### src/design/tx_buffer_pkg.sv
package tx_buffer_pkg;

  //------------------------------
  // Widths
  //------------------------------

  // 256 words per bank
  localparam int TX_ADDR_WIDTH = 8;
  localparam int TX_WORD_WIDTH = 64;
  localparam int TX_WORD_BYTES = 8;

  typedef logic [TX_WORD_WIDTH-1:0] word_t;
  typedef logic [TX_ADDR_WIDTH-1:0] word_addr_t;
  typedef logic [2:0]               byte_lo_t;
  typedef logic [TX_ADDR_WIDTH+2:0] byte_count_t;
  // Valid bytes in the last word, 0 to 8
  typedef logic [3:0]               last_bytes_t;
  typedef logic [15:0]              csum_t;

  //------------------------------
  // Bank states
  //------------------------------

  // Order matters, the full flag compares against BANK_HAS_DATA
  typedef enum logic [2:0] {
    BANK_EMPTY,
    BANK_HAS_DATA,
    BANK_CHECKSUM,
    BANK_FIFO_OUT,
    BANK_FIFO_TRANSMIT
  } bank_state_t;

  localparam word_addr_t ADDR_LAST        = '1;
  localparam word_addr_t ADDR_ALMOST_LAST = ADDR_LAST - 1'b1;

endpackage

### src/design/internet_checksum.sv
`timescale 1ns/1ps

module internet_checksum import tx_buffer_pkg::*; (
  input  logic        i_clk,
  input  logic        i_areset,
  input  logic        i_sum_reset,
  input  csum_t       i_sum_reset_value,
  input  logic        i_start,
  input  word_addr_t  i_start_addr,
  input  byte_count_t i_bytes,
  output logic        o_rd_en,
  output word_addr_t  o_rd_addr,
  input  word_t       i_rd_data,
  output logic        o_fetch_done,
  output csum_t       o_sum,
  output logic        o_sum_done
);

  logic                     busy;
  word_addr_t               rd_addr;
  byte_count_t              remaining;
  logic                     last_issue;
  logic                     fetch_done;
  logic [TX_WORD_BYTES-1:0] mask_next;
  logic [TX_WORD_BYTES-1:0] mask_q;
  logic                     data_valid;
  word_t                    masked;
  csum_t                    s0_sum_next;
  logic [1:0]               s0_carry_next;
  csum_t                    s0_sum;
  logic [1:0]               s0_carry;
  logic                     s0_valid;
  logic                     s0_last;
  csum_t                    acc;
  csum_t                    acc_next;
  logic                     sum_done;

  //------------------------------
  // Read sequencer
  //------------------------------

  assign last_issue = busy && (remaining <= byte_count_t'(TX_WORD_BYTES));

  // Mask bit 7 is byte 0, the top byte of the word
  assign mask_next = (remaining >= byte_count_t'(TX_WORD_BYTES)) ? '1 :
                     ~(8'hff >> remaining[3:0]);

  always_ff @(posedge i_clk or posedge i_areset) begin
    if (i_areset) begin
      busy       <= 1'b0;
      rd_addr    <= '0;
      remaining  <= '0;
      fetch_done <= 1'b0;
      data_valid <= 1'b0;
    end else begin
      // A zero byte count still sends a done token down the pipeline
      fetch_done <= last_issue || (i_start && (i_bytes == '0));
      data_valid <= busy;
      if (i_start) begin
        busy      <= (i_bytes != '0);
        rd_addr   <= i_start_addr;
        remaining <= i_bytes;
      end else if (busy) begin
        busy      <= !last_issue;
        rd_addr   <= rd_addr + 1'b1;
        remaining <= last_issue ? '0 : remaining - byte_count_t'(TX_WORD_BYTES);
      end
    end
  end

  always_ff @(posedge i_clk) begin
    if (busy) begin
      mask_q <= mask_next;
    end
  end

  //------------------------------
  // Stage 0, carry-save adds
  //------------------------------

  always_comb begin
    csum_t pair_a;
    csum_t pair_b;
    logic  c_a;
    logic  c_b;
    logic  c_s;
    for (int i = 0; i < TX_WORD_BYTES; i++) begin
      masked[8*i +: 8] = mask_q[i] ? i_rd_data[8*i +: 8] : 8'h00;
    end
    {c_a, pair_a} = {1'b0, masked[63:48]} + {1'b0, masked[47:32]};
    {c_b, pair_b} = {1'b0, masked[31:16]} + {1'b0, masked[15:0]};
    {c_s, s0_sum_next} = {1'b0, pair_a} + {1'b0, pair_b};
    s0_carry_next = {1'b0, c_a} + {1'b0, c_b} + {1'b0, c_s};
  end

  always_ff @(posedge i_clk) begin
    s0_sum   <= s0_sum_next;
    s0_carry <= s0_carry_next;
  end

  //------------------------------
  // Stage 1, end-around fold
  //------------------------------

  always_comb begin
    csum_t      sum_d;
    logic       c_d;
    logic [2:0] carries;
    csum_t      sum_e;
    logic       c_e;
    {c_d, sum_d} = {1'b0, acc} + {1'b0, s0_sum};
    carries = {1'b0, s0_carry} + {2'b00, c_d};
    {c_e, sum_e} = {1'b0, sum_d} + {14'h0, carries};
    // Cannot overflow again, sum_e is tiny whenever c_e is set
    acc_next = sum_e + {15'h0, c_e};
  end

  always_ff @(posedge i_clk or posedge i_areset) begin
    if (i_areset) begin
      s0_valid <= 1'b0;
      s0_last  <= 1'b0;
      acc      <= '0;
      sum_done <= 1'b0;
    end else begin
      s0_valid <= data_valid;
      s0_last  <= fetch_done;
      sum_done <= s0_last;
      // Preload wins over a word in flight
      if (i_sum_reset) begin
        acc <= i_sum_reset_value;
      end else if (s0_valid) begin
        acc <= acc_next;
      end
    end
  end

  assign o_rd_en      = busy;
  assign o_rd_addr    = rd_addr;
  assign o_fetch_done = fetch_done;
  assign o_sum        = acc;
  assign o_sum_done   = sum_done;

endmodule

### config.mk
export PLATFORM = sky130hd
export DESIGN_NAME = internet_checksum
export DESIGN_NICKNAME = d
export VERILOG_FILES = /design/src/design/tx_buffer_pkg.sv /design/src/design/internet_checksum.sv
export SDC_FILE = /design/constraint.sdc
export NUM_CORES = 1
export LEC_CHECK = 0
export ABC_AREA = 1
export BUFFER_PORTS_ARGS = -buffer_cell sky130_fd_sc_hd__clkbuf_2
export CORE_AREA = 2 2 128 130
export CTS_BUF_LIST = sky130_fd_sc_hd__clkbuf_8
export DETAILED_ROUTE_END_ITERATION = 7
export DIE_AREA = 0 0 130 132
export PLACE_DENSITY = 0.67
export SLEW_MARGIN = 20
export SYNTH_ARGS = -nofsm -noshare
export SYNTH_HDL_FRONTEND = slang
export SYNTH_SLANG_ARGS = --single-unit
### constraint.sdc
create_clock -name i_clk -period 5.5 [get_ports i_clk]
set_input_delay 1.375 -clock i_clk [delete_from_list [all_inputs] [get_ports i_clk]]
set_output_delay 1.375 -clock i_clk [all_outputs]
set_load 0.03 [all_outputs]
# Word level (Yosys, flattened, before mapping)
# Index checks and enable logic that the tools add are counted.
[word_totals]
regBits = 67
inputBits = 103
[op_classes]
n_addsub = 11
magnitude_cmp = 2
shifts = 1
n_mux = 17
bitwise = 1
reduce_logical = 8
[ops]
columns = ["op", "n"]
rows = [
  ["two-way mux 8 bit", 10],
  ["adder 16 x 16 -> 17 bit", 4],
  ["two-way mux 11 bit", 3],
  ["two-way mux 16 bit", 2],
  ["adder 16 x 3 -> 17 bit", 1],
  ["adder 16 x 1 -> 16 bit", 1],
  [">= comparator 11 x 4 -> 1 bit, second input constant", 1],
  ["less-or-equal comparator 11 x 4 -> 1 bit, second input constant", 1],
  ["zero test 11 bit", 1],
  ["nonzero test 11 bit", 1],
  ["subtractor 11 x 4 -> 11 bit, second input constant", 1],
  ["adder 8 x 1 -> 8 bit, second input constant", 1],
  ["inverter 8 bit", 1],
  ["right shift 8 x 4 -> 8 bit, first input constant", 1],
  ["nonzero test 2 bit", 2],
  ["adder 2 x 1 -> 3 bit", 1],
  ["adder 1 x 1 -> 2 bit", 1],
  ["adder 2 x 1 -> 2 bit", 1],
  ["logical AND 1 bit", 2],
  ["two-way mux 1 bit", 2],
  ["zero test 1 bit", 1],
  ["logical OR 1 bit", 1],
]

# Longest topological paths before layout
# Gate-level depths: netlist of the first run.
[depth]
depth_word = 6
depth_mapped = 38
depth_no_buf = 38

# Worst setup path before layout of the first run
# Ideal clock, no wire load.
[synth_timing]
kind = "input to register"
start = "input port i_rd_data[32]"
end = "register s0_carry[0]"
setup_ns = 0.131
arrival_time_ns = 4.630
required_ns = 5.369
path_slack_ns = 0.738
cell_stages = 23
n_path_buf = 0
cell_sequence = "nand2_1 inv_1 ha_1 fa_1 a21oi_1 o21bai_1 a21oi_1 nor2_1 nor2_1 xor2_1 inv_1 ha_1 nand2_1 o21ai_0 a21oi_1 o21bai_1 a21oi_1 o21ai_0 nand2_1 nand2_1 nand2_1 nand2_1 fa_1"
[synth_via]
elab_chain_cells = 4
word_cells_on_any_way = 5
cone_classes = "add/sub (4); mux (1)"
[synth_lines]
columns = ["element", "line_no", "text"]
rows = [
  ["start, declared", "internet_checksum.sv:13", "input word_t i_rd_data,"],
  ["two-way mux 8 bit *", "internet_checksum.sv:88", "masked[8*i +: 8] = mask_q[i] ? i_rd_data[8*i +: 8] : 8'h00;"],
  ["adder 16 x 16 -> 17 bit *", "internet_checksum.sv:90", "{c_a, pair_a} = {1'b0, masked[63:48]} + {1'b0, masked[47:32]};"],
  ["adder 16 x 16 -> 17 bit or adder 1 x 1 -> 2 bit (tied branches)", "internet_checksum.sv:92, internet_checksum.sv:93", ""],
  ["adder 2 x 1 -> 2 bit *", "internet_checksum.sv:93", "s0_carry_next = {1'b0, c_a} + {1'b0, c_b} + {1'b0, c_s};"],
  ["via s0_carry_next[0]", "internet_checksum.sv:29", "logic [1:0] s0_carry_next;"],
  ["end signal, assigned", "internet_checksum.sv:98", "s0_carry <= s0_carry_next;"],
  ["end, declared", "internet_checksum.sv:31", "logic [1:0] s0_carry;"],
]
# The timed path passes the listed nets; every way through them passes the cells marked *.
# A chain may end at the register's enable or synchronous reset.

# Final worst setup path of the first run
[layout_timing]
start = "register acc[7], in the netlist o_sum[7]"
end = "register acc[15], in the netlist o_sum[15]"
[layout_via]
elab_chain_cells = 6
[layout_lines]
columns = ["element", "line_no", "text"]
rows = [
  ["start, declared", "internet_checksum.sv:34", "csum_t acc;"],
  ["start signal, assigned", "internet_checksum.sv:130", "acc <= i_sum_reset_value;"],
  ["start signal, assigned", "internet_checksum.sv:132", "acc <= acc_next;"],
  ["adder 16 x 16 -> 17 bit *", "internet_checksum.sv:111", "{c_d, sum_d} = {1'b0, acc} + {1'b0, s0_sum};"],
  ["adder 2 x 1 -> 3 bit", "internet_checksum.sv:112", "carries = {1'b0, s0_carry} + {2'b00, c_d};"],
  ["adder 16 x 3 -> 17 bit *", "internet_checksum.sv:113", "{c_e, sum_e} = {1'b0, sum_d} + {14'h0, carries};"],
  ["adder 16 x 1 -> 16 bit *", "internet_checksum.sv:115", "acc_next = sum_e + {15'h0, c_e};"],
  ["two-way mux 16 bit *", "internet_checksum.sv:131", "end else if (s0_valid) begin"],
  ["two-way mux 16 bit *", "internet_checksum.sv:129", "if (i_sum_reset) begin"],
]
# Every way passes the cells marked *; elsewhere a longest branch is shown, timed or not. The select of a mux whose other input is x is not followed.

==> flow_summary.json, run 1 <==
{
  "status": "finished, final reports clean",
  "synth.avg_cell_area_um2": 6.58,
  "finish.instance_area_um2": 8320,
  "antenna_left": 0,
  "reg2reg_from": "o_sum[7]$_DFFE_PP0P_",
  "vdd_drop_max_mv": 0.246,
  "avgViaCountPerCell": 4.84,
  "pre_cts_ws_ps": 282,
  "antenna_found_initial": 0,
  "nFillCells": 1617,
  "num-nets-final": 1394,
  "hold_start": "s0_last$_DFF_PP0_",
  "placed_cell_area_um2": 8050,
  "drt_first_pass_iters": 6,
  "post_drt_wl_per_cell_um": 12.5,
  "worst_slew_pin_slew_ps": 606,
  "routed_wl_um": 17900,
  "synth-seq-cells": 67,
  "cp-end-kind": "register",
  "arrival_ps": 5230,
  "io_pins": 130,
  "hold_path.class": "reg2reg",
  "place_inst": 1419,
  "max_freq_ghz": 0.201,
  "synthTopCellsByArea": "nand2_1 15%, dfrtp_1 15%, ha_1 12%",
  "worstPathMaxFanout": 4,
  "num_rows": 46,
  "startpoint": "o_sum[7]$_DFFE_PP0P_",
  "final_cell_mix": "288 x nand2_1, 203 x inv_1, 129 x clkbuf_2",
  "grt_usage_pct": 21.8,
  "path_buf_inv": 4,
  "critPathKind": "reg2reg",
  "stdcell_count": 1436,
  "fin_skew_ps": 13.4,
  "startpoint_type": "register",
  "die_y_um": 132,
  "cp_slowest_cell": "dfrtp_1",
  "syn_area_um2": 7010,
  "numCtsBuffers": 9,
  "drive_gt1_share_pct": 19.6,
  "grt_first_pass_wirelength_um": 30300,
  "required_ps": 5760,
  "fin_crit_sh_pct": 90.4,
  "diodes": 0,
  "syn-num-nets": 1244,
  "power.density_nw_per_um2": 589,
  "clk_latency_ps": 370,
  "finalPower_mw": 4.90,
  "die_w_um": 130,
  "grt_pass1_vias": 6920,
  "drc": 0,
  "hold_viol_final": 0,
  "max_slew_margin_pct": 59.6,
  "hpwl_um": 15100,
  "layout_commonest_cell": "nand2_1",
  "place_congestion": 0.915,
  "fin_ws_ps": 529,
  "setup_tns_ps": 0,
  "final_core_util_pct": 52.9,
  "min_period_ps": 4970,
  "drv_slew": 0,
  "dr.first_iter.drc_count": 269,
  "ys_warn_count": 0,
  "leakage_nw": 4.79,
  "synth_top_cell_area_share_pct": 15.4,
  "cts_tree": "built",
  "setup_viol": 0,
  "cts_sinks": 67,
  "area_growth_pct": 18.7,
  "synthCells": 1065,
  "cts.path.max_buffers": 2,
  "grt_start_max_net_pins": 42,
  "root_buffer": "clkbuf_8",
  "crit_top_cell": "nand2_1",
  "ys_types": 39,
  "critPathMaxStageDelay_ps": 430,
  "grt-ovfl-total": 0,
  "synth_top_area_cell": "nand2_1",
  "whs_ps": 372,
  "core_area_um2": 15700,
  "cap_violations": 0,
  "dieArea_um2": 17200,
  "ys_seq_area_share_pct": 23.2,
  "crit_family": "simple AND/OR/NAND/NOR gates",
  "initial_core_util_pct": 44.6,
  "clkTransAtPathRegs_ps": 80,
  "io_buffers": 129,
  "htreeDepth": 3,
  "vias": 6954,
  "cts_hold_buf": 0
}
## Yosys cell counts, drive strengths merged
cell and n:
a21oi 66, inv 207, nand2 319, xnor2 22
edfxtp 8, a22oi 9, o21a 2, a21boi 5
dfrtp 41, clkinv 1, o21ai 39, o21bai 6
nand3 75, and2 1, o221ai 2, a211oi 1
clkbuf 14, nor3 11, a31oi 2, xor2 32
nand4 19, nor4 2, dfxtp 18, ha 69
o22ai 5, nand3b 2, buf 2, fa 7
o211ai 6, nor2 72
## power by group
| part | internal [mW] | switching [mW] | leakage, nW | total, mW |
|---|---|---|---|---|
| registers | 0.654 | 0.136 | 0.702 | 0.789 |
| logic | 1.30 | 2.35 | 3.98 | 3.65 |
| clock network | 0.254 | 0.211 | 0.111 | 0.465 |
| total | 2.21 | 2.69 | 4.79 | 4.90 |
## layout make-up
class	instances	area (µm²)	share of cell area, %
sequential	67	1630	19.6
timing repair buffer	155	841	10.1
multi-input combinational	774	4580	55.1
clock buffer	9	124	1.49
clock inverter	7	93.8	1.13
tap	216	270	3.25
inverter	208	781	9.38
## cell families (layout without fill, tap and decap cells)
kind of cell / Yosys count / count (layout) / synth area share, %
adder cells (fa/ha/maj): 76 / 76 / 14.3
buffers and inverters: 224 / 379 / 12.1
flip-flops: 67 / 67 / 23.2
AO/OA/AOI/OAI: 143 / 143 / 11.5
AND/OR/NAND/NOR: 501 / 501 / 32.1
XOR/XNOR: 54 / 54 / 6.75
## registers in the layout (all words and copies together) (netlist names)
register,cells
data_valid,1
mask_q,8
o_fetch_done,1
o_rd_addr,8
o_rd_en,1
o_sum,16
o_sum_done,1
remaining,11
s0_carry,2
s0_last,1
s0_sum,16
s0_valid,1
## routing by layer
metal / routed length [µm] / vias to the layer above / GRT usage (%)
li1: - / 3686 / -
met1: 7670 / 3095 / 25.4
met2: 8790 / 132 / 38.7
met3: 818 / 41 / 4.38
met4: 668 / 0 / 8.48
met5: 0 / - / 0
## worst paths after layout
kind,endpoint,slack (ps),cells after the start
max,o_sum[15]$_DFFE_PP0P_,530,39
min,o_sum_done$_DFF_PP0_,370,0
max reg2reg,o_sum[15]$_DFFE_PP0P_,530,39
min reg2reg,o_sum_done$_DFF_PP0_,370,0
max in group asynchronous,o_sum[9]$_DFFE_PP0P_,3960,3
min in group asynchronous,s0_last$_DFF_PP0_,1130,3
## what timing repair did
item	4_1_cts	5_1_grt
endpoints found under the hold margin	0	0
endpoints found under the setup margin	0	8
buffers inserted	0	1
resized for setup	0	11
Power figures use the tool's default switching activity.
==> run 2: changes to the inputs <==
--- a/config.mk
+++ b/config.mk
@@ -6,12 +6,14 @@
 export NUM_CORES = 1
 export LEC_CHECK = 0
 export ABC_AREA = 1
-export BUFFER_PORTS_ARGS = -buffer_cell sky130_fd_sc_hd__clkbuf_2
-export CORE_AREA = 2 2 128 130
+export BUFFER_PORTS_ARGS = -buffer_cell sky130_fd_sc_hd__buf_4
+export CELL_PAD_IN_SITES_DETAIL_PLACEMENT = 0
+export CELL_PAD_IN_SITES_GLOBAL_PLACEMENT = 1
+export CORE_AREA = 2 2 134 136
 export CTS_BUF_LIST = sky130_fd_sc_hd__clkbuf_8
 export DETAILED_ROUTE_END_ITERATION = 7
-export DIE_AREA = 0 0 130 132
-export PLACE_DENSITY = 0.67
+export DIE_AREA = 0 0 136 138
+export PLACE_DENSITY = 0.84
 export SLEW_MARGIN = 20
 export SYNTH_ARGS = -nofsm -noshare
 export SYNTH_HDL_FRONTEND = slang
==> flow_summary.json, run 2 (synthesis results as in run 1) <==
{
  "cp_slowest_cell": "dfrtp_2",
  "finalPower_mw": 4.92,
  "io_pins": 130,
  "hpwl_um": 15600,
  "regArea_um2": 1630,
  "cts.path.max_buffers": 2,
  "htreeDepth": 3,
  "multiInputGateArea_um2": 4600,
  "nFillCells": 1858,
  "arrival_ps": 5250,
  "whs_ps": 354,
  "num-nets-final": 1402,
  "numCtsBuffers": 9,
  "post_drt_wl_per_cell_um": 12.6,
  "clkTransAtPathRegs_ps": 80,
  "cp-end-kind": "register",
  "grt_use_met3_pct": 4.99,
  "grt_busiest_layer": "met2",
  "die_w_um": 136,
  "grt_first_pass_wirelength_um": 31000,
  "dieArea_um2": 18800,
  "initial_core_util_pct": 40.0,
  "status": "finished, final reports clean",
  "drc": 0,
  "grt_usage_pct": 20.5,
  "setup_tns_ps": 0,
  "place_congestion": 0.894,
  "rsz0062_at_grt": "false",
  "max_freq_ghz": 0.201,
  "setup_viol": 0,
  "antenna_left": 0,
  "grt.met2_usage_pct": 37.3,
  "cts_sinks": 67,
  "grt_pass1_vias": 6889,
  "layout_commonest_cell": "nand2_1",
  "cap_violations": 0,
  "vdd_drop_max_mv": 0.262,
  "crit_top_cell": "nand3_1",
  "leakage_nw": 4.91,
  "min_period_ps": 4990,
  "vias": 6934,
  "gr-usage-met1_pct": 23.2,
  "drv_slew": 0,
  "drt_first_pass_iters": 5,
  "final_cell_mix": "288 x nand2_1, 205 x inv_1, 163 x buf_4",
  "grt-ovfl-total": 0,
  "required_ps": 5760,
  "max_slew_margin_pct": 57.1,
  "power.density_nw_per_um2": 565,
  "fin_skew_ps": 14.6,
  "core_area_um2": 17500,
  "clk_latency_ps": 370,
  "grt_start_max_net_pins": 42,
  "root_buffer": "clkbuf_8",
  "critPathKind": "reg2reg",
  "area_growth_pct": 24.3,
  "avgViaCountPerCell": 4.76,
  "worstPathMaxFanout": 4,
  "worst_slew_pin_slew_ps": 642,
  "startpoint_type": "register",
  "hold_viol_final": 0,
  "fin_crit_sh_pct": 90.7,
  "hold_path.class": "reg2reg",
  "diodes": 0,
  "cts_tree": "built",
  "dr.first_iter.drc_count": 226,
  "critPathMaxStageDelay_ps": 450,
  "cts_hold_buf": 0,
  "die_y_um": 138,
  "num_rows": 49,
  "routed_wl_um": 18300,
  "drive_gt1_share_pct": 20.2,
  "io_buffers": 129,
  "antenna_found_initial": 0
}
[run 2: layer usage]
layer	up-vias	wire (µm)
li1	3695	-
met1	3107	7700
met2	113	9390
met3	19	895
met4	0	329
met5	-	0
[run 2: repair_timing]
item                                    in CTS  in global routing
gates resized for setup                      0                 15
endpoints found under the setup margin       0                  7
buffers inserted                             0                  0
[run 2: worst paths after layout]
kind | slack (ps) | end | cells past startpoint | from
max | 510 | o_sum[13]$_DFFE_PP0P_ | 37 | o_sum[11]$_DFFE_PP0P_
min | 350 | o_sum_done$_DFF_PP0_ | 0 | s0_last$_DFF_PP0_
max reg2reg | 510 | o_sum[13]$_DFFE_PP0P_ | 37 | o_sum[11]$_DFFE_PP0P_
min reg2reg | 350 | o_sum_done$_DFF_PP0_ | 0 | s0_last$_DFF_PP0_
max in group asynchronous | 3900 | o_sum[11]$_DFFE_PP0P_ | 3 | i_areset
min in group asynchronous | 1160 | o_rd_addr[3]$_DFFE_PP0P_ | 3 | i_areset
[run 2: area by class of cell]
type | instances | area share [%]
flip-flops and latches | 67 | 18.7
inverters | 208 | 8.96
well taps | 229 | 3.29
repair buffers | 163 | 14.0
multi-input cells | 774 | 52.8
clock inverters | 6 | 0.661
clock buffers | 10 | 1.58
[run 2: per-stage QoR]
stage	util [%]	cells	cell area, µm²	setup WS [ps]
after floorplan	-	1065	7010	738
after global placement	48.2	1441	8450	309
after detailed placement	48.2	1441	8450	273
after CTS	49.3	1457	8650	334
after global routing	49.7	1457	8710	3.03
final	49.7	1457	8710	513
[run 2: critical path, delay by kind of cell, from the launching register on]
| family | cells | cell delay [ps] |
|---|---|---|
| compound gates | 2 | 190 |
| fa+ha+maj | 4 | 890 |
| buf+inv | 3 | 370 |
| flops | 1 | 450 |
| simple gates | 28 | 2970 |
[run 2: where the power goes]
group | total (mW) | internal (mW) | switching [mW]
sequential | 0.794 | 0.655 | 0.139
combinational | 3.70 | 1.38 | 2.32
clock | 0.426 | 0.219 | 0.208
==> run 3: changes to the inputs <==
--- a/config.mk
+++ b/config.mk
@@ -13,6 +13,7 @@
 export CTS_BUF_LIST = sky130_fd_sc_hd__clkbuf_8
 export DETAILED_ROUTE_END_ITERATION = 7
 export DIE_AREA = 0 0 136 138
+export GPL_TIMING_DRIVEN = 0
 export PLACE_DENSITY = 0.84
 export SLEW_MARGIN = 20
 export SYNTH_ARGS = -nofsm -noshare
==> flow_summary.json, run 3 (synthesis results as in run 1) <==
{
  "min_period_ps": 5240,
  "max_slew_margin_pct": 55.4,
  "cts.path.max_buffers": 2,
  "antenna_left": 0,
  "hold_path.class": "reg2reg",
  "io_buffers": 127,
  "required_ps": 5740,
  "grt_usage_pct": 20.9,
  "fin_crit_sh_pct": 95.2,
  "drive_gt1_share_pct": 22.5,
  "clkTransAtPathRegs_ps": 80,
  "power.density_nw_per_um2": 587,
  "setup_tns_ps": 0,
  "grt-ovfl-total": 0,
  "multiInputGateArea_um2": 4870,
  "fin_skew_ps": 10.7,
  "worstPathMaxFanout": 4,
  "io_pins": 130,
  "cp-end-kind": "register",
  "final_core_util_pct": 51.2,
  "status": "finished, final reports clean",
  "num_rows": 49,
  "final_cell_mix": "278 x nand2_1, 205 x inv_1, 148 x buf_4",
  "leakage_nw": 4.89,
  "grt_start_max_net_pins": 28,
  "hold_viol_final": 0,
  "dieArea_um2": 18800,
  "area_growth_pct": 28.1,
  "routed_wl_um": 19500,
  "regArea_um2": 1640,
  "initial_core_util_pct": 40.0,
  "grt_busiest_layer": "met2",
  "cp_slowest_cell": "dfrtp_2",
  "place_congestion": 0.863,
  "core_area_um2": 17500,
  "cap_violations": 0,
  "cts_tree": "built",
  "path_buf_inv": 2,
  "grt_first_pass_wirelength_um": 31400,
  "rsz0062_at_grt": "true",
  "pre_cts_ws_ps": -381,
  "antenna_found_initial": 0,
  "grt_use_met3_pct": 4.47,
  "cts_hold_buf": 0,
  "numCtsBuffers": 9,
  "clk_latency_ps": 370,
  "max_freq_ghz": 0.191,
  "crit_family": "simple AND/OR/NAND/NOR gates",
  "cts_sinks": 67,
  "arrival_ps": 5480,
  "num-nets-final": 1404,
  "root_buffer": "clkbuf_8",
  "fin_ws_ps": 262,
  "vdd_drop_max_mv": 0.225,
  "setup_viol": 0,
  "diodes": 0,
  "drc": 0,
  "place_inst": 1422,
  "die_y_um": 138,
  "layout_commonest_cell": "nand2_1",
  "critPathKind": "reg2reg",
  "dr.first_iter.drc_count": 260,
  "htreeDepth": 3,
  "vias": 7079,
  "startpoint_type": "register",
  "critPathMaxStageDelay_ps": 450,
  "die_w_um": 136,
  "grt.met2_usage_pct": 38.8,
  "post_drt_wl_per_cell_um": 13.3,
  "worst_slew_pin_slew_ps": 669,
  "nFillCells": 1854,
  "hpwl_um": 16000,
  "drt_first_pass_iters": 4,
  "stdcell_count": 1459,
  "placed_cell_area_um2": 8270,
  "avgViaCountPerCell": 4.85,
  "finish.instance_area_um2": 8980,
  "gr-usage-met1_pct": 23.2,
  "drv_slew": 0,
  "grt_pass1_vias": 6834
}
==> run 3: changes by cell type in the layout (fill, tap and decap cells not counted), sizes merged <==
cell	previous run	this run
inv	210	211
clkinv	3	1
clkbuf	10	25
buf	163	151
==> run 3: report_power, final <==
group / switching [mW] / internal [mW] / total, mW
combinational: 2.52 / 1.48 / 4.01
clock: 0.204 / 0.229 / 0.433
sequential: 0.169 / 0.661 / 0.830
==> run 3: worst paths after layout <==
kind | from | endpoint | slack (ps) | cells after the start
max | o_sum[7]$_DFFE_PP0P_ | o_sum[13]$_DFFE_PP0P_ | 260 | 37
min | data_valid$_DFF_PP0_ | s0_valid$_DFF_PP0_ | 350 | 0
max reg2reg | o_sum[7]$_DFFE_PP0P_ | o_sum[13]$_DFFE_PP0P_ | 260 | 37
min reg2reg | data_valid$_DFF_PP0_ | s0_valid$_DFF_PP0_ | 350 | 0
max in group asynchronous | i_areset | o_sum[11]$_DFFE_PP0P_ | 3960 | 3
min in group asynchronous | i_areset | o_sum[7]$_DFFE_PP0P_ | 1010 | 2
==> run 3: repair_timing <==
action / 4_1_cts / 5_1_grt
setup endpoints to repair: 8 / 8
resized for setup: 7 / 71
setup buffers: 0 / 21
pin swaps: 1 / 32
==> run 3: area by class of cell <==
type                    instances  area share (%)
clock buffers                  11            1.69
plain buffers                  16           0.767
clock inverters                 5           0.516
multi-input cells             774            54.3
inverters                     208            8.70
flip-flops and latches         67            18.2
repair buffers                149            12.6
well taps                     229            3.19
==> run 3: per-layer routing <==
metal  vias up  wire, µm
met5         -         0
met4         0       528
met3        28       945
met2       131     10100
met1      3212      7930
li1       3708         -
==> run 3: per-stage QoR <==
step	hold slack [ps]	power (mW)
3_3_place_gp	332	4.23
4_1_cts	353	4.75
6_report	354	5.27
5_1_grt	359	5.82
3_5_place_dp	337	4.28
2_1_floorplan	331	3.46
