===== src/design/tx_buffer_pkg.sv =====
package tx_buffer_pkg;

  //------------------------------
  // Widths
  //------------------------------

  // 256 words per bank
  localparam int TX_ADDR_WIDTH = 8;
  localparam int TX_WORD_WIDTH = 64;
  localparam int TX_WORD_BYTES = 8;

  typedef logic [TX_WORD_WIDTH-1:0] word_t;
  typedef logic [TX_ADDR_WIDTH-1:0] word_addr_t;
  typedef logic [2:0]               byte_lo_t;
  typedef logic [TX_ADDR_WIDTH+2:0] byte_count_t;
  // Valid bytes in the last word, 0 to 8
  typedef logic [3:0]               last_bytes_t;
  typedef logic [15:0]              csum_t;

  //------------------------------
  // Bank states
  //------------------------------

  // Order matters, the full flag compares against BANK_HAS_DATA
  typedef enum logic [2:0] {
    BANK_EMPTY,
    BANK_HAS_DATA,
    BANK_CHECKSUM,
    BANK_FIFO_OUT,
    BANK_FIFO_TRANSMIT
  } bank_state_t;

  localparam word_addr_t ADDR_LAST        = '1;
  localparam word_addr_t ADDR_ALMOST_LAST = ADDR_LAST - 1'b1;

endpackage


===== src/design/tx_ram_if.sv =====
`timescale 1ns/1ps

interface tx_ram_if import tx_buffer_pkg::*; ();

  // Write side
  logic       wr_en;
  word_addr_t wr_addr;
  word_t      wr_data;

  // Read side, rd_data follows rd_en by one cycle
  logic       rd_en;
  word_addr_t rd_addr;
  word_t      rd_data;

  modport ctrl (
    output wr_en,
    output wr_addr,
    output wr_data,
    output rd_en,
    output rd_addr,
    input  rd_data
  );

  modport mem (
    input  wr_en,
    input  wr_addr,
    input  wr_data,
    input  rd_en,
    input  rd_addr,
    output rd_data
  );

endinterface


===== src/design/tx_buffer_ctrl.sv =====
`timescale 1ns/1ps

module tx_buffer_ctrl import tx_buffer_pkg::*; (
  input  logic        i_clk,
  input  logic        i_areset,
  tx_ram_if.ctrl      bank0,
  tx_ram_if.ctrl      bank1,
  input  logic        i_parser_clear,
  input  logic        i_write_en,
  input  word_t       i_write_data,
  input  word_addr_t  i_address_hi,
  input  byte_lo_t    i_address_lo,
  input  logic        i_parser_update_length,
  input  logic        i_parser_transfer,
  input  logic        i_sum_en,
  input  byte_count_t i_sum_bytes,
  input  logic        i_dispatch_tx_fifo_rd_start,
  input  logic        i_dispatch_tx_packet_read,
  output logic        o_sum_start,
  output word_addr_t  o_sum_word_addr,
  output byte_count_t o_sum_bytes,
  input  logic        i_sum_rd_en,
  input  word_addr_t  i_sum_rd_addr,
  output word_t       o_sum_rd_data,
  input  logic        i_fetch_done,
  output logic        o_error,
  output logic        o_parser_current_empty,
  output logic        o_parser_current_memory_full,
  output logic        o_dispatch_tx_packet_available,
  output logic        o_dispatch_tx_fifo_empty,
  output logic        o_dispatch_tx_fifo_rd_valid,
  output word_t       o_dispatch_tx_fifo_rd_data,
  output last_bytes_t o_dispatch_tx_bytes_last_word
);

  // Per-bank state, ptr is the write pointer for the parser bank
  // and the read pointer for the FIFO bank
  bank_state_t state      [2];
  word_addr_t  ptr        [2];
  word_addr_t  count      [2];
  last_bytes_t last_bytes [2];

  logic        cur;
  logic        p;
  logic        f;
  logic        parser_empty;
  logic        write_ok;
  word_addr_t  wr_addr;
  logic        sum_start;
  logic        tx_active;
  logic        fifo_issue;
  logic        fifo_valid_d;
  logic        bad_cmd;
  word_t       rd_data [2];

  logic        avail_q;
  logic        empty_q;
  logic        valid_q;
  word_t       data_q;
  last_bytes_t last_q;

  assign p = cur;
  assign f = ~cur;

  assign parser_empty = (state[p] == BANK_EMPTY);
  assign write_ok     = i_write_en && !i_parser_clear &&
                        (parser_empty || (state[p] == BANK_HAS_DATA));
  assign wr_addr      = parser_empty ? '0 : ptr[p];
  assign sum_start    = i_sum_en && (state[p] == BANK_HAS_DATA) &&
                        !i_parser_clear && !i_parser_transfer;
  assign fifo_issue   = (state[f] == BANK_FIFO_TRANSMIT) && tx_active;

  //------------------------------
  // RAM port steering
  //------------------------------

  assign bank0.wr_en   = write_ok && !cur;
  assign bank1.wr_en   = write_ok && cur;
  assign bank0.wr_addr = wr_addr;
  assign bank1.wr_addr = wr_addr;
  assign bank0.wr_data = i_write_data;
  assign bank1.wr_data = i_write_data;

  // Checksum reads go to the parser bank, FIFO reads to the other one
  assign bank0.rd_en   = cur ? fifo_issue : i_sum_rd_en;
  assign bank0.rd_addr = cur ? ptr[0] : i_sum_rd_addr;
  assign bank1.rd_en   = cur ? i_sum_rd_en : fifo_issue;
  assign bank1.rd_addr = cur ? i_sum_rd_addr : ptr[1];

  assign rd_data[0] = bank0.rd_data;
  assign rd_data[1] = bank1.rd_data;

  assign o_sum_start     = sum_start;
  assign o_sum_word_addr = i_address_hi;
  assign o_sum_bytes     = i_sum_bytes;
  assign o_sum_rd_data   = rd_data[p];

  //------------------------------
  // Bank state machines
  //------------------------------

  always_ff @(posedge i_clk or posedge i_areset) begin
    if (i_areset) begin
      cur          <= 1'b0;
      bad_cmd      <= 1'b0;
      tx_active    <= 1'b0;
      fifo_valid_d <= 1'b0;
      for (int b = 0; b < 2; b++) begin
        state[b]      <= BANK_EMPTY;
        ptr[b]        <= '0;
        count[b]      <= '0;
        last_bytes[b] <= '0;
      end
    end else begin
      bad_cmd      <= parser_empty &&
                      (i_sum_en || i_parser_update_length || i_parser_transfer);
      fifo_valid_d <= fifo_issue;

      // Parser bank
      if (i_parser_clear) begin
        state[p] <= BANK_EMPTY;
        ptr[p]   <= '0;
      end else begin
        case (state[p])
          BANK_EMPTY: begin
            if (i_write_en) begin
              state[p]      <= BANK_HAS_DATA;
              ptr[p]        <= word_addr_t'(1);
              count[p]      <= '0;
              last_bytes[p] <= last_bytes_t'(TX_WORD_BYTES);
            end
          end
          BANK_HAS_DATA: begin
            // Without a length update the packet is every written word
            if (i_write_en) begin
              ptr[p]        <= ptr[p] + 1'b1;
              count[p]      <= ptr[p];
              last_bytes[p] <= last_bytes_t'(TX_WORD_BYTES);
            end
            if (i_parser_update_length) begin
              if (i_address_lo != '0) begin
                count[p]      <= i_address_hi;
                last_bytes[p] <= {1'b0, i_address_lo};
              end else if (i_address_hi != '0) begin
                count[p]      <= i_address_hi - 1'b1;
                last_bytes[p] <= last_bytes_t'(TX_WORD_BYTES);
              end else begin
                count[p]      <= '0;
                last_bytes[p] <= '0;
              end
            end
            if (sum_start) begin
              state[p] <= BANK_CHECKSUM;
            end
            if (i_parser_transfer) begin
              state[p] <= BANK_FIFO_OUT;
            end
          end
          BANK_CHECKSUM: begin
            if (i_fetch_done) begin
              state[p] <= BANK_HAS_DATA;
            end
          end
          BANK_FIFO_OUT: begin
            // Swap roles once the other bank is free
            if (state[f] == BANK_EMPTY) begin
              cur    <= ~cur;
              ptr[p] <= '0;
            end
          end
          default: ;
        endcase
      end

      // FIFO bank
      case (state[f])
        BANK_FIFO_OUT: begin
          if (i_dispatch_tx_fifo_rd_start) begin
            state[f]  <= BANK_FIFO_TRANSMIT;
            tx_active <= (last_bytes[f] != '0);
          end
        end
        BANK_FIFO_TRANSMIT: begin
          if (fifo_issue) begin
            ptr[f] <= ptr[f] + 1'b1;
            if (ptr[f] == count[f]) begin
              tx_active <= 1'b0;
            end
          end
        end
        default: ;
      endcase
      if (i_dispatch_tx_packet_read &&
          ((state[f] == BANK_FIFO_OUT) || (state[f] == BANK_FIFO_TRANSMIT))) begin
        state[f]  <= BANK_EMPTY;
        tx_active <= 1'b0;
      end
    end
  end

  //------------------------------
  // Dispatcher output registers
  //------------------------------

  always_ff @(posedge i_clk or posedge i_areset) begin
    if (i_areset) begin
      avail_q <= 1'b0;
      empty_q <= 1'b0;
      valid_q <= 1'b0;
      last_q  <= '0;
    end else begin
      avail_q <= (state[f] == BANK_FIFO_OUT);
      empty_q <= (state[f] == BANK_FIFO_TRANSMIT) && !tx_active;
      valid_q <= fifo_valid_d;
      last_q  <= last_bytes[f];
    end
  end

  always_ff @(posedge i_clk) begin
    data_q <= rd_data[f];
  end

  assign o_error                        = bad_cmd;
  assign o_parser_current_empty         = parser_empty;
  assign o_parser_current_memory_full   =
    ((state[p] == BANK_HAS_DATA) &&
     ((ptr[p] == ADDR_LAST) || ((ptr[p] == ADDR_ALMOST_LAST) && i_write_en))) ||
    (state[p] > BANK_HAS_DATA);
  assign o_dispatch_tx_packet_available = avail_q;
  assign o_dispatch_tx_fifo_empty       = empty_q;
  assign o_dispatch_tx_fifo_rd_valid    = valid_q;
  assign o_dispatch_tx_fifo_rd_data     = data_q;
  assign o_dispatch_tx_bytes_last_word  = last_q;

endmodule


===== src/flat_wrapper.sv =====
// flat-port wrapper written by rule: the top's interface ports become plain ports
module tx_buffer_ctrl_flat import tx_buffer_pkg::*;
  (i_clk, i_areset, i_parser_clear, i_write_en, i_write_data, i_address_hi, i_address_lo, i_parser_update_length, i_parser_transfer, i_sum_en, i_sum_bytes, i_dispatch_tx_fifo_rd_start, i_dispatch_tx_packet_read, o_sum_start, o_sum_word_addr, o_sum_bytes, i_sum_rd_en, i_sum_rd_addr, o_sum_rd_data, i_fetch_done, o_error, o_parser_current_empty, o_parser_current_memory_full, o_dispatch_tx_packet_available, o_dispatch_tx_fifo_empty, o_dispatch_tx_fifo_rd_valid, o_dispatch_tx_fifo_rd_data, o_dispatch_tx_bytes_last_word, bank0_wr_en, bank0_wr_addr, bank0_wr_data, bank0_rd_en, bank0_rd_addr, bank0_rd_data, bank1_wr_en, bank1_wr_addr, bank1_wr_data, bank1_rd_en, bank1_rd_addr, bank1_rd_data);
  tx_ram_if bank0_i ();
  tx_ram_if bank1_i ();
  input  logic i_clk;
  input  logic i_areset;
  input  logic i_parser_clear;
  input  logic i_write_en;
  input  word_t i_write_data;
  input  word_addr_t i_address_hi;
  input  byte_lo_t i_address_lo;
  input  logic i_parser_update_length;
  input  logic i_parser_transfer;
  input  logic i_sum_en;
  input  byte_count_t i_sum_bytes;
  input  logic i_dispatch_tx_fifo_rd_start;
  input  logic i_dispatch_tx_packet_read;
  output logic o_sum_start;
  output word_addr_t o_sum_word_addr;
  output byte_count_t o_sum_bytes;
  input  logic i_sum_rd_en;
  input  word_addr_t i_sum_rd_addr;
  output word_t o_sum_rd_data;
  input  logic i_fetch_done;
  output logic o_error;
  output logic o_parser_current_empty;
  output logic o_parser_current_memory_full;
  output logic o_dispatch_tx_packet_available;
  output logic o_dispatch_tx_fifo_empty;
  output logic o_dispatch_tx_fifo_rd_valid;
  output word_t o_dispatch_tx_fifo_rd_data;
  output last_bytes_t o_dispatch_tx_bytes_last_word;
  output wire logic [$bits(bank0_i.wr_en)-1:0] bank0_wr_en;
  output wire logic [$bits(bank0_i.wr_addr)-1:0] bank0_wr_addr;
  output wire logic [$bits(bank0_i.wr_data)-1:0] bank0_wr_data;
  output wire logic [$bits(bank0_i.rd_en)-1:0] bank0_rd_en;
  output wire logic [$bits(bank0_i.rd_addr)-1:0] bank0_rd_addr;
  input wire logic [$bits(bank0_i.rd_data)-1:0] bank0_rd_data;
  output wire logic [$bits(bank1_i.wr_en)-1:0] bank1_wr_en;
  output wire logic [$bits(bank1_i.wr_addr)-1:0] bank1_wr_addr;
  output wire logic [$bits(bank1_i.wr_data)-1:0] bank1_wr_data;
  output wire logic [$bits(bank1_i.rd_en)-1:0] bank1_rd_en;
  output wire logic [$bits(bank1_i.rd_addr)-1:0] bank1_rd_addr;
  input wire logic [$bits(bank1_i.rd_data)-1:0] bank1_rd_data;
  assign bank0_wr_en = bank0_i.wr_en;
  assign bank0_wr_addr = bank0_i.wr_addr;
  assign bank0_wr_data = bank0_i.wr_data;
  assign bank0_rd_en = bank0_i.rd_en;
  assign bank0_rd_addr = bank0_i.rd_addr;
  assign bank0_i.rd_data = bank0_rd_data;
  assign bank1_wr_en = bank1_i.wr_en;
  assign bank1_wr_addr = bank1_i.wr_addr;
  assign bank1_wr_data = bank1_i.wr_data;
  assign bank1_rd_en = bank1_i.rd_en;
  assign bank1_rd_addr = bank1_i.rd_addr;
  assign bank1_i.rd_data = bank1_rd_data;
  tx_buffer_ctrl u_core (.i_clk(i_clk), .i_areset(i_areset), .bank0(bank0_i), .bank1(bank1_i), .i_parser_clear(i_parser_clear), .i_write_en(i_write_en), .i_write_data(i_write_data), .i_address_hi(i_address_hi), .i_address_lo(i_address_lo), .i_parser_update_length(i_parser_update_length), .i_parser_transfer(i_parser_transfer), .i_sum_en(i_sum_en), .i_sum_bytes(i_sum_bytes), .i_dispatch_tx_fifo_rd_start(i_dispatch_tx_fifo_rd_start), .i_dispatch_tx_packet_read(i_dispatch_tx_packet_read), .o_sum_start(o_sum_start), .o_sum_word_addr(o_sum_word_addr), .o_sum_bytes(o_sum_bytes), .i_sum_rd_en(i_sum_rd_en), .i_sum_rd_addr(i_sum_rd_addr), .o_sum_rd_data(o_sum_rd_data), .i_fetch_done(i_fetch_done), .o_error(o_error), .o_parser_current_empty(o_parser_current_empty), .o_parser_current_memory_full(o_parser_current_memory_full), .o_dispatch_tx_packet_available(o_dispatch_tx_packet_available), .o_dispatch_tx_fifo_empty(o_dispatch_tx_fifo_empty), .o_dispatch_tx_fifo_rd_valid(o_dispatch_tx_fifo_rd_valid), .o_dispatch_tx_fifo_rd_data(o_dispatch_tx_fifo_rd_data), .o_dispatch_tx_bytes_last_word(o_dispatch_tx_bytes_last_word));
endmodule

===== config.mk =====
export PLATFORM = sky130hd
export DESIGN_NAME = tx_buffer_ctrl_flat
export DESIGN_NICKNAME = d
export VERILOG_FILES = /design/src/design/tx_buffer_pkg.sv /design/src/design/tx_ram_if.sv /design/src/design/tx_buffer_ctrl.sv /design/src/flat_wrapper.sv
export SDC_FILE = /design/constraint.sdc
export NUM_CORES = 1
export LEC_CHECK = 0
export BUFFER_PORTS_ARGS = -buffer_cell sky130_fd_sc_hd__buf_2
export CAP_MARGIN = 0
export CORE_AREA = 2 2 218 220
export CTS_CLUSTER_SIZE = 12
export DETAILED_ROUTE_END_ITERATION = 16
export DIE_AREA = 0 0 220 222
export PLACE_DENSITY = 0.52
export RECOVER_POWER = 50
export SLEW_MARGIN = 40
export SYNTH_ARGS = -nofsm -noshare
export SYNTH_HDL_FRONTEND = slang
export SYNTH_SLANG_ARGS = --single-unit

===== constraint.sdc =====
create_clock -name i_clk -period 2.9 [get_ports i_clk]
set_input_delay 0.58 -clock i_clk [delete_from_list [all_inputs] [get_ports i_clk]]
set_output_delay 0.58 -clock i_clk [all_outputs]
set_load 0.02 [all_outputs]

# == Word-level counts from Yosys, hierarchy flattened ==
# Index checks and enable logic that the tools add are counted.
# word_totals
ff_bits,121
inputBits,233
out_inout_bits,322
elab_cells,190
# op_classes
addsub,3
order_cmp,5
eq_ne,12
n_mux,83
bitwise,34
reduce_logical,36
# op_table
op,n
$mux 64,6
$mux 16,13
$mux 8,20
$bwmux 16,5
$mux 6,10
$and 16x16->16,3
$pmux 16 s3,1
$pmux 16 s2,1
$and 6x6->6,4
$mux 3,8
$not 6->6,3
$pmux 6 s3,1
$add 8x1->8 const B,2
$demux 8 s1,2
$eq 8x8->1 const B,2
$mux 4,4
$not 16->16,1
$pmux 8 s2,1
$logic_and 1x1->1,15
$and 14x14->14,1
$not 14->14,1
$and 4x4->4,3
$not 4->4,3
$or 2x2->2,6
other kinds (33),57

# == Longest topological paths before layout ==
# Gate-level depths: netlist of the first run.
# depth
word_depth,20
mapped_depth,16
mapped_depth_nobuf,9

# == Least setup slack after synthesis of the first run ==
# Ideal clock, no wire load.
# synth_path
path_type,register to output
from,reg u_core.cur
to,out o_parser_current_memory_full
t_arrival_ps,2292
required_ps,2320
path_slack_ps,28
path_stages_with_launch,15
n_path_buf,7
cell_sequence,dfrtp_1 > buf_6 > buf_6 > buf_6 > buf_6 > buf_2 > buf_2 > mux2i_1 > inv_1 > ha_1 > clkbuf_1 > a21oi_1 > nor2_1 > nand3_1 > nand2_1
# synth_via
elab_chain_cells,9
elab_cells_between_ends,15
classes_between,1 x order compare; 3 x eq/ne; 6 x mux; 1 x bitwise; 4 x reduce/logical
# synth_lines
element,line,rtl
start: declaration,tx_buffer_ctrl.sv:43,logic cur;
start signal: assignment,tx_buffer_ctrl.sv:167,cur <= ~cur;
$not 1->2 (not written as such) *,"tx_buffer_ctrl.sv:226, tx_buffer_ctrl.sv:227, tx_buffer_ctrl.sv:228",
$mux 8 (not written as such) (3 in a row),tx_buffer_ctrl.sv:227,((ptr[p] == ADDR_LAST) || ((ptr[p] == ADDR_ALMOST_LAST) && i_write_en))) ||
$eq 8x8->1,tx_buffer_ctrl.sv:227,
$logic_and 1x1->1,tx_buffer_ctrl.sv:227,
$logic_or 1x1->1,tx_buffer_ctrl.sv:227,
$logic_and 1x1->1,tx_buffer_ctrl.sv:226,((state[p] == BANK_HAS_DATA) &&
$logic_or 1x1->1 *,tx_buffer_ctrl.sv:227,
end: declaration,flat_wrapper.sv:28,output logic o_parser_current_memory_full;
# Every way passes the cells marked *; elsewhere a longest branch is shown, timed or not. The select of a mux whose other input is x is not followed.

# == Final worst setup path of the first run ==
# layout_path
from,reg u_core.cur
to,out o_sum_rd_data[62]
# layout_via
elab_chain_cells,4
# layout_lines
element,line,rtl
$not 1->2 (not written as such),tx_buffer_ctrl.sv:96,assign o_sum_rd_data = rd_data[p];
$mux 64 (not written as such) (3 in a row),tx_buffer_ctrl.sv:96,
end: declaration,flat_wrapper.sv:24,output word_t o_sum_rd_data;
# Every way passes these cells. The select of a mux whose other input is x is not followed.

==> flow_summary.json, run 1 <==
{
  "leakage_nw": 5.02,
  "async_flop_share": 0.471,
  "power_frac_clock": 0.237,
  "syn_inst": 989,
  "cts_htree_levels": 4,
  "path_cells": "buf_16 -> buf_16 -> mux2_2 -> buf_2",
  "clock_sinks": 121,
  "cpMaxStageDelayCell": "dfrtp_4",
  "root_buffer": "clkbuf_16",
  "coreArea_mm2": 0.0463,
  "fp.dieArea_mm2": 0.0488,
  "cp_num_buf_inv": 3,
  "gr-total-overflow": 0,
  "violations": "capacitance limit, slew limit",
  "cp.required_ns": 2.32,
  "drt-vias-per-instance": 4.69,
  "drt_first_pass_iters": 5,
  "grt_max_degree": 65,
  "hp-class": "input pin to register",
  "fin_crit_ns": 2.84,
  "path_depth": 4,
  "ys_types": 96,
  "worstSetupPathType": "register to primary output",
  "power.switching_w": 0.00494,
  "tightest_slew_ns": 1.54,
  "synth_area_leaders": "mux2_2, dfrtp_1, dfxtp_1",
  "tns_ns": 0,
  "clock_path_buffers": 2,
  "netlist_area_mm2": 0.00903,
  "ys_seq_area_frac": 0.300,
  "setup_viol_count_final": 0,
  "irDropWorstVdd_mv": 0.544,
  "fin_skew_ns": 0.0195,
  "wl_per_cell_um": 22.2,
  "start_util": 0.195,
  "p_comb_frac": 0.540,
  "yosys.area.top_type": "mux2_2",
  "yosys_most_used_dff": "dfxtp_1",
  "syn_nets": 1226,
  "grt_pass1_wl_mm": 57.0,
  "finalHoldViolCount": 0,
  "status": "finished, violations left",
  "area_growth_pct": 24.6,
  "worst-r2r-cell-count": 8,
  "synth-seq-cells": 121,
  "period_share": 0.980,
  "rsz0062_at_grt": "true",
  "die_x_um": 220,
  "drive_above_1_share": 0.495,
  "total_power_w": 0.0112,
  "core.rowCount": 79,
  "grt_pass1_vias": 8444,
  "die_height_um": 222,
  "critPathMostFrequentCell": "buf_16",
  "vias": 8466,
  "p_sw_frac": 0.442,
  "slew_headroom": -0.0332,
  "r2r_slack_ns": 0.32,
  "synth_top_area_share": 0.183,
  "cts_buffers": 17,
  "fin_worst_hold_slack_ns": 0.335,
  "drc": 0,
  "min_path_cells": 2,
  "drv_slew": 33,
  "grt_usage": 0.164,
  "crit_path_end_kind": "primary output",
  "grt_antenna_before_repair": 7,
  "seqPwrFrac": 0.223,
  "num-fill-cells": 5111,
  "fin_nets": 1422,
  "maxCapViolCount": 1,
  "drt_iter0_markers": 483,
  "arrival_ns": 2.26,
  "start_kind": "register",
  "globalplace.congestion": 0.906,
  "ys_warn_count": 0,
  "hold_buffers": 0,
  "path_max_fanout": 54,
  "clkLatencyLatePin_ns": 0.48,
  "io_buffers": 340,
  "place_hpwl_mm": 32.2,
  "critPathMaxStageDelay_ns": 0.58,
  "drtAntennaViolNets": 0,
  "tritoncts": "built",
  "synth.avg_cell_area_um2": 9.13,
  "power.density_mw_per_mm2": 992,
  "clk_pin_slew_ns": 0.07,
  "io_pins": 555,
  "path_delay_family": "buffers and inverters",
  "timing.fmax_ghz": 0.352,
  "p_int_w": 0.00623,
  "synth_edf_count": 0,
  "drt_wl_total_mm": 40.1
}
==> per-layer routing <==
layer	up-vias	share of wire	track usage
met4	16	0.040	0.0827
li1	3795	-	-
met1	4035	0.36	0.173
met2	535	0.50	0.276
met3	85	0.095	0.0683
met5	-	0.0039	0.0101
==> cells in the final DEF, fill, tap and decap left out, types with 6 or more instances in the layout <==
master	synthesis	layout
xor2_1	9	9
buf_4	158	51
mux2_1	1	6
o211ai_1	8	8
a22o_1	13	13
clkbuf_1	27	24
dfxtp_1	64	64
nor2b_1	7	7
nand2_1	71	70
o21ai_1	11	11
mux2i_1	17	16
xnor2_1	11	11
buf_2	33	318
nand4_1	8	8
o21ai_0	55	55
nor3_2	5	6
o21a_1	6	6
mux2_2	147	140
nor2_1	46	46
o22ai_1	8	7
dfrtp_1	57	56
clkbuf_16	0	17
bufinv_16	0	7
nand3_1	25	25
and3_1	6	6
inv_1	17	16
nor3_1	9	8
a21oi_1	37	36
==> worst register-to-register path: stages (launching register included) <==
cell	delay (ns)
dfrtp_4	0.59
buf_4	0.22
buf_4	0.21
or4b_4	0.60
nand2_4	0.14
nand2_2	0.11
buf_4	0.21
o311a_1	0.32
o21ai_1	0.11
==> power by group through the flow <==
stage	combinational (W)	sequential, W	clock, W
final	0.00603	0.00249	0.00264
after global routing	0.00640	0.00254	0.00278
after CTS	0.00608	0.00248	0.00274
after detailed placement	0.00598	0.00251	0
after global placement	0.00596	0.00251	0
after floorplan	0.00383	0.00270	0
==> Yosys cell counts, types with 6 or more instances <==
master    count
inv_1        17
a21oi_1      37
xnor2_1      11
nand3_1      25
o211ai_1      8
a22o_1       13
and3_1        6
o21a_1        6
nor2_1       46
clkbuf_1     27
xor2_1        9
o21ai_0      55
nand2_1      71
buf_4       158
nand4_1       8
mux2i_1      17
mux2_2      147
nor3_1        9
buf_2        33
nor2b_1       7
o21ai_1      11
o22ai_1       8
dfrtp_1      57
dfxtp_1      64
==> path summary, 6_finish.rpt <==
check	end	from
worst min-delay path	u_core.o_dispatch_tx_fifo_rd_data[22]	bank1_rd_data[22]
max in group asynchronous	u_core.ptr[1]	i_areset
worst min register to register	u_core.o_dispatch_tx_fifo_rd_valid	u_core.fifo_valid_d
worst max register to register	register	u_core.cur
min in group asynchronous	u_core.state[5]	i_areset
worst max-delay path	o_sum_rd_data[62]	u_core.cur
==> area by class of cell <==
type	count	area, um^2	share of cell area
multi-input combinational	627	4810	0.427
sequential	121	2710	0.241
timing repair buffer	399	2190	0.195
tap	607	759	0.0675
clock buffer	18	439	0.0390
clock inverter	14	268	0.0238
inverter	19	72.6	0.00645
antenna	2	5.00	0.000445
==> timing repair <==
item / in CTS / in global routing
setup endpoints to repair: 44 / 10
setup buffers: 1 / 0
resized for setup: 8 / 5
==> cell families after synthesis <==
logic type,Yosys count,synth area share
AO/OA/AOI/OAI,206,0.156
XOR/XNOR,20,0.0194
adder cells (fa/ha/maj),5,0.00665
buffers and inverters,241,0.174
flip-flops,121,0.300
multiplexers,166,0.205
AND/OR/NAND/NOR,230,0.139
==> through the flow <==
step	instances	area [um^2]	util	setup WS, ns
floorplan	989	9030	-	0.0275
global placement	1772	10500	0.227	0.394
detailed placement	1772	10500	0.227	0.343
CTS	1805	11300	0.244	-0.00638
global route	1805	11200	0.243	-0.0405
finish	1807	11300	0.243	0.0592
Note: power is estimated with default switching activity, not from simulation.
==> run 2: changes to the inputs <==
--- a/config.mk
+++ b/config.mk
@@ -13,6 +13,7 @@
 export DIE_AREA = 0 0 220 222
 export PLACE_DENSITY = 0.52
 export RECOVER_POWER = 50
+export SETUP_SLACK_MARGIN = 0.1
 export SLEW_MARGIN = 40
 export SYNTH_ARGS = -nofsm -noshare
 export SYNTH_HDL_FRONTEND = slang
==> run 2 against run 1 <==
The run now ends clean. Final area fell by 0.87%. Routed wire length is 3.0% lower. Fmax is 0.85% higher. Clock-buffer cell count did not move. Clock skew increased by 0.0019 ns. Largest cell class unchanged. Sequential cell count unchanged. Via count grew 0.45%. Global-route usage is 0.79 points lower. Critical path depth rose by 5.
==> flow_summary.json, run 2 (synthesized netlist as in run 1, its figures left out) <==
{
  "status": "finished, final reports clean",
  "r2r_slack_ns": 0.40,
  "die_x_um": 220,
  "grt_pass1_vias": 8408,
  "grt_usage": 0.156,
  "start_kind": "register",
  "io_buffers": 340,
  "drv_slew": 0,
  "period_share": 0.971,
  "wl_per_cell_um": 21.5,
  "tritoncts": "built",
  "cts_htree_levels": 4,
  "slew_headroom": 0.219,
  "core.rowCount": 79,
  "clock_path_buffers": 2,
  "timing.fmax_ghz": 0.355,
  "crit_path_end_kind": "primary output",
  "drtAntennaViolNets": 0,
  "clkLatencyLatePin_ns": 0.48,
  "tns_ns": 0,
  "worst-r2r-cell-count": 7,
  "total_power_w": 0.0108,
  "vias": 8504,
  "grt_antenna_before_repair": 7,
  "coreArea_mm2": 0.0463,
  "critPathLaunch": "u_core.cur",
  "die_height_um": 222,
  "rsz0062_at_grt": "true",
  "drt-vias-per-instance": 4.71,
  "area_growth_pct": 23.5,
  "critPathCapture": "o_parser_current_memory_full",
  "r2r-start": "u_core.cur",
  "num-fill-cells": 5059,
  "setup_viol_count_final": 0,
  "arrival_ns": 2.24,
  "maxCapViolCount": 0,
  "finalHoldViolCount": 0,
  "leakage_nw": 4.98,
  "drt_first_pass_iters": 6,
  "layout_common_cells": "buf_2, mux2_2, nand2_1, dfxtp_1",
  "fp.dieArea_mm2": 0.0488,
  "clk_pin_slew_ns": 0.07,
  "globalplace.congestion": 0.903,
  "clock_sinks": 121,
  "drc": 0,
  "tightest_slew_ns": 1.17,
  "gr-total-overflow": 0,
  "final_common_cell": "buf_2",
  "grt_max_degree": 90,
  "worstSetupPathType": "register to primary output",
  "cp.required_ns": 2.32,
  "drt_wl_total_mm": 38.9,
  "path_max_fanout": 6,
  "hp-class": "input pin to register",
  "fin_nets": 1423,
  "drt_iter0_markers": 568,
  "cts_buffers": 17,
  "grt_pass1_wl_mm": 55.5,
  "irDropWorstVdd_mv": 0.449,
  "power.density_mw_per_mm2": 964,
  "start_util": 0.195,
  "root_buffer": "clkbuf_16",
  "fin_crit_ns": 2.82,
  "drive_above_1_share": 0.517,
  "fin_skew_ns": 0.0214,
  "hold_buffers": 0,
  "io_pins": 555,
  "place_hpwl_mm": 29.9
}
run 2: metrics by stage:
stage	utilization	instance area, um^2	setup slack (ns)	hold slack (ns)	cells
2_1_floorplan	-	9040	0.110	0.331	989
3_3_place_gp	0.226	10400	0.364	0.346	1766
3_5_place_dp	0.226	10400	0.371	0.335	1766
4_1_cts	0.240	11100	0.00728	0.192	1803
5_1_grt	0.241	11200	0.0306	0.326	1807
6_report	0.241	11200	0.0832	0.334	1807
run 2: final cells by class:
class                      instances  area [um^2]  share of cell area
clock buffer                      18          439              0.0394
antenna                            1         2.50            0.000224
clock inverter                    14          136              0.0122
sequential                       121         2710               0.243
multi-input combinational        627         4830               0.433
timing repair buffer             400         2200               0.198
tap                              607          759              0.0681
inverter                          19         71.3             0.00639
run 2: how the worst min path moves through the flow:
stage | from | endpoint | cells past startpoint
after floorplan | u_core.fifo_valid_d | u_core.o_dispatch_tx_fifo_rd_valid | 0
after global placement | u_core.fifo_valid_d | u_core.o_dispatch_tx_fifo_rd_valid | 0
after detailed placement | u_core.fifo_valid_d | u_core.o_dispatch_tx_fifo_rd_valid | 0
after CTS | i_areset | u_core.o_dispatch_tx_packet_available | 2
after global routing | bank0_rd_data[34] | u_core.o_dispatch_tx_fifo_rd_data[34] | 2
final | bank1_rd_data[58] | u_core.o_dispatch_tx_fifo_rd_data[58] | 2
run 2: what timing repair did:
| action | in CTS | in global routing |
|---|---|---|
| resized for setup | 8 | 18 |
| setup buffers | 5 | 2 |
| pin swaps | 0 | 1 |
| endpoints found under the setup margin | 88 | 38 |
| cloned | 0 | 1 |
run 2: power breakdown:
| part | internal, W | switching, W |
|---|---|---|
| registers | 0.00214 | 0.000397 |
| logic | 0.00239 | 0.00364 |
| clock network | 0.00122 | 0.000979 |
| total | 0.00574 | 0.00502 |
run 2: per-layer routing:
metal  track usage  up-vias  routed length, um
met3        0.0587       88               3390
met1         0.174     4107              15000
met4        0.0799       12               1650
met5       0.00808        -                128
met2         0.256      498              18800
li1              -     3799                  -
run 2: worst max-delay path, cell delays in order (launching register included):
cell and delay, ns:
dfrtp_4 0.55, buf_6 0.17, mux2i_2 0.19, buf_4 0.15, ha_2 0.17, a21oi_2 0.05
nor2_1 0.14, nand3_1 0.11, nand2_2 0.10, buf_4 0.14
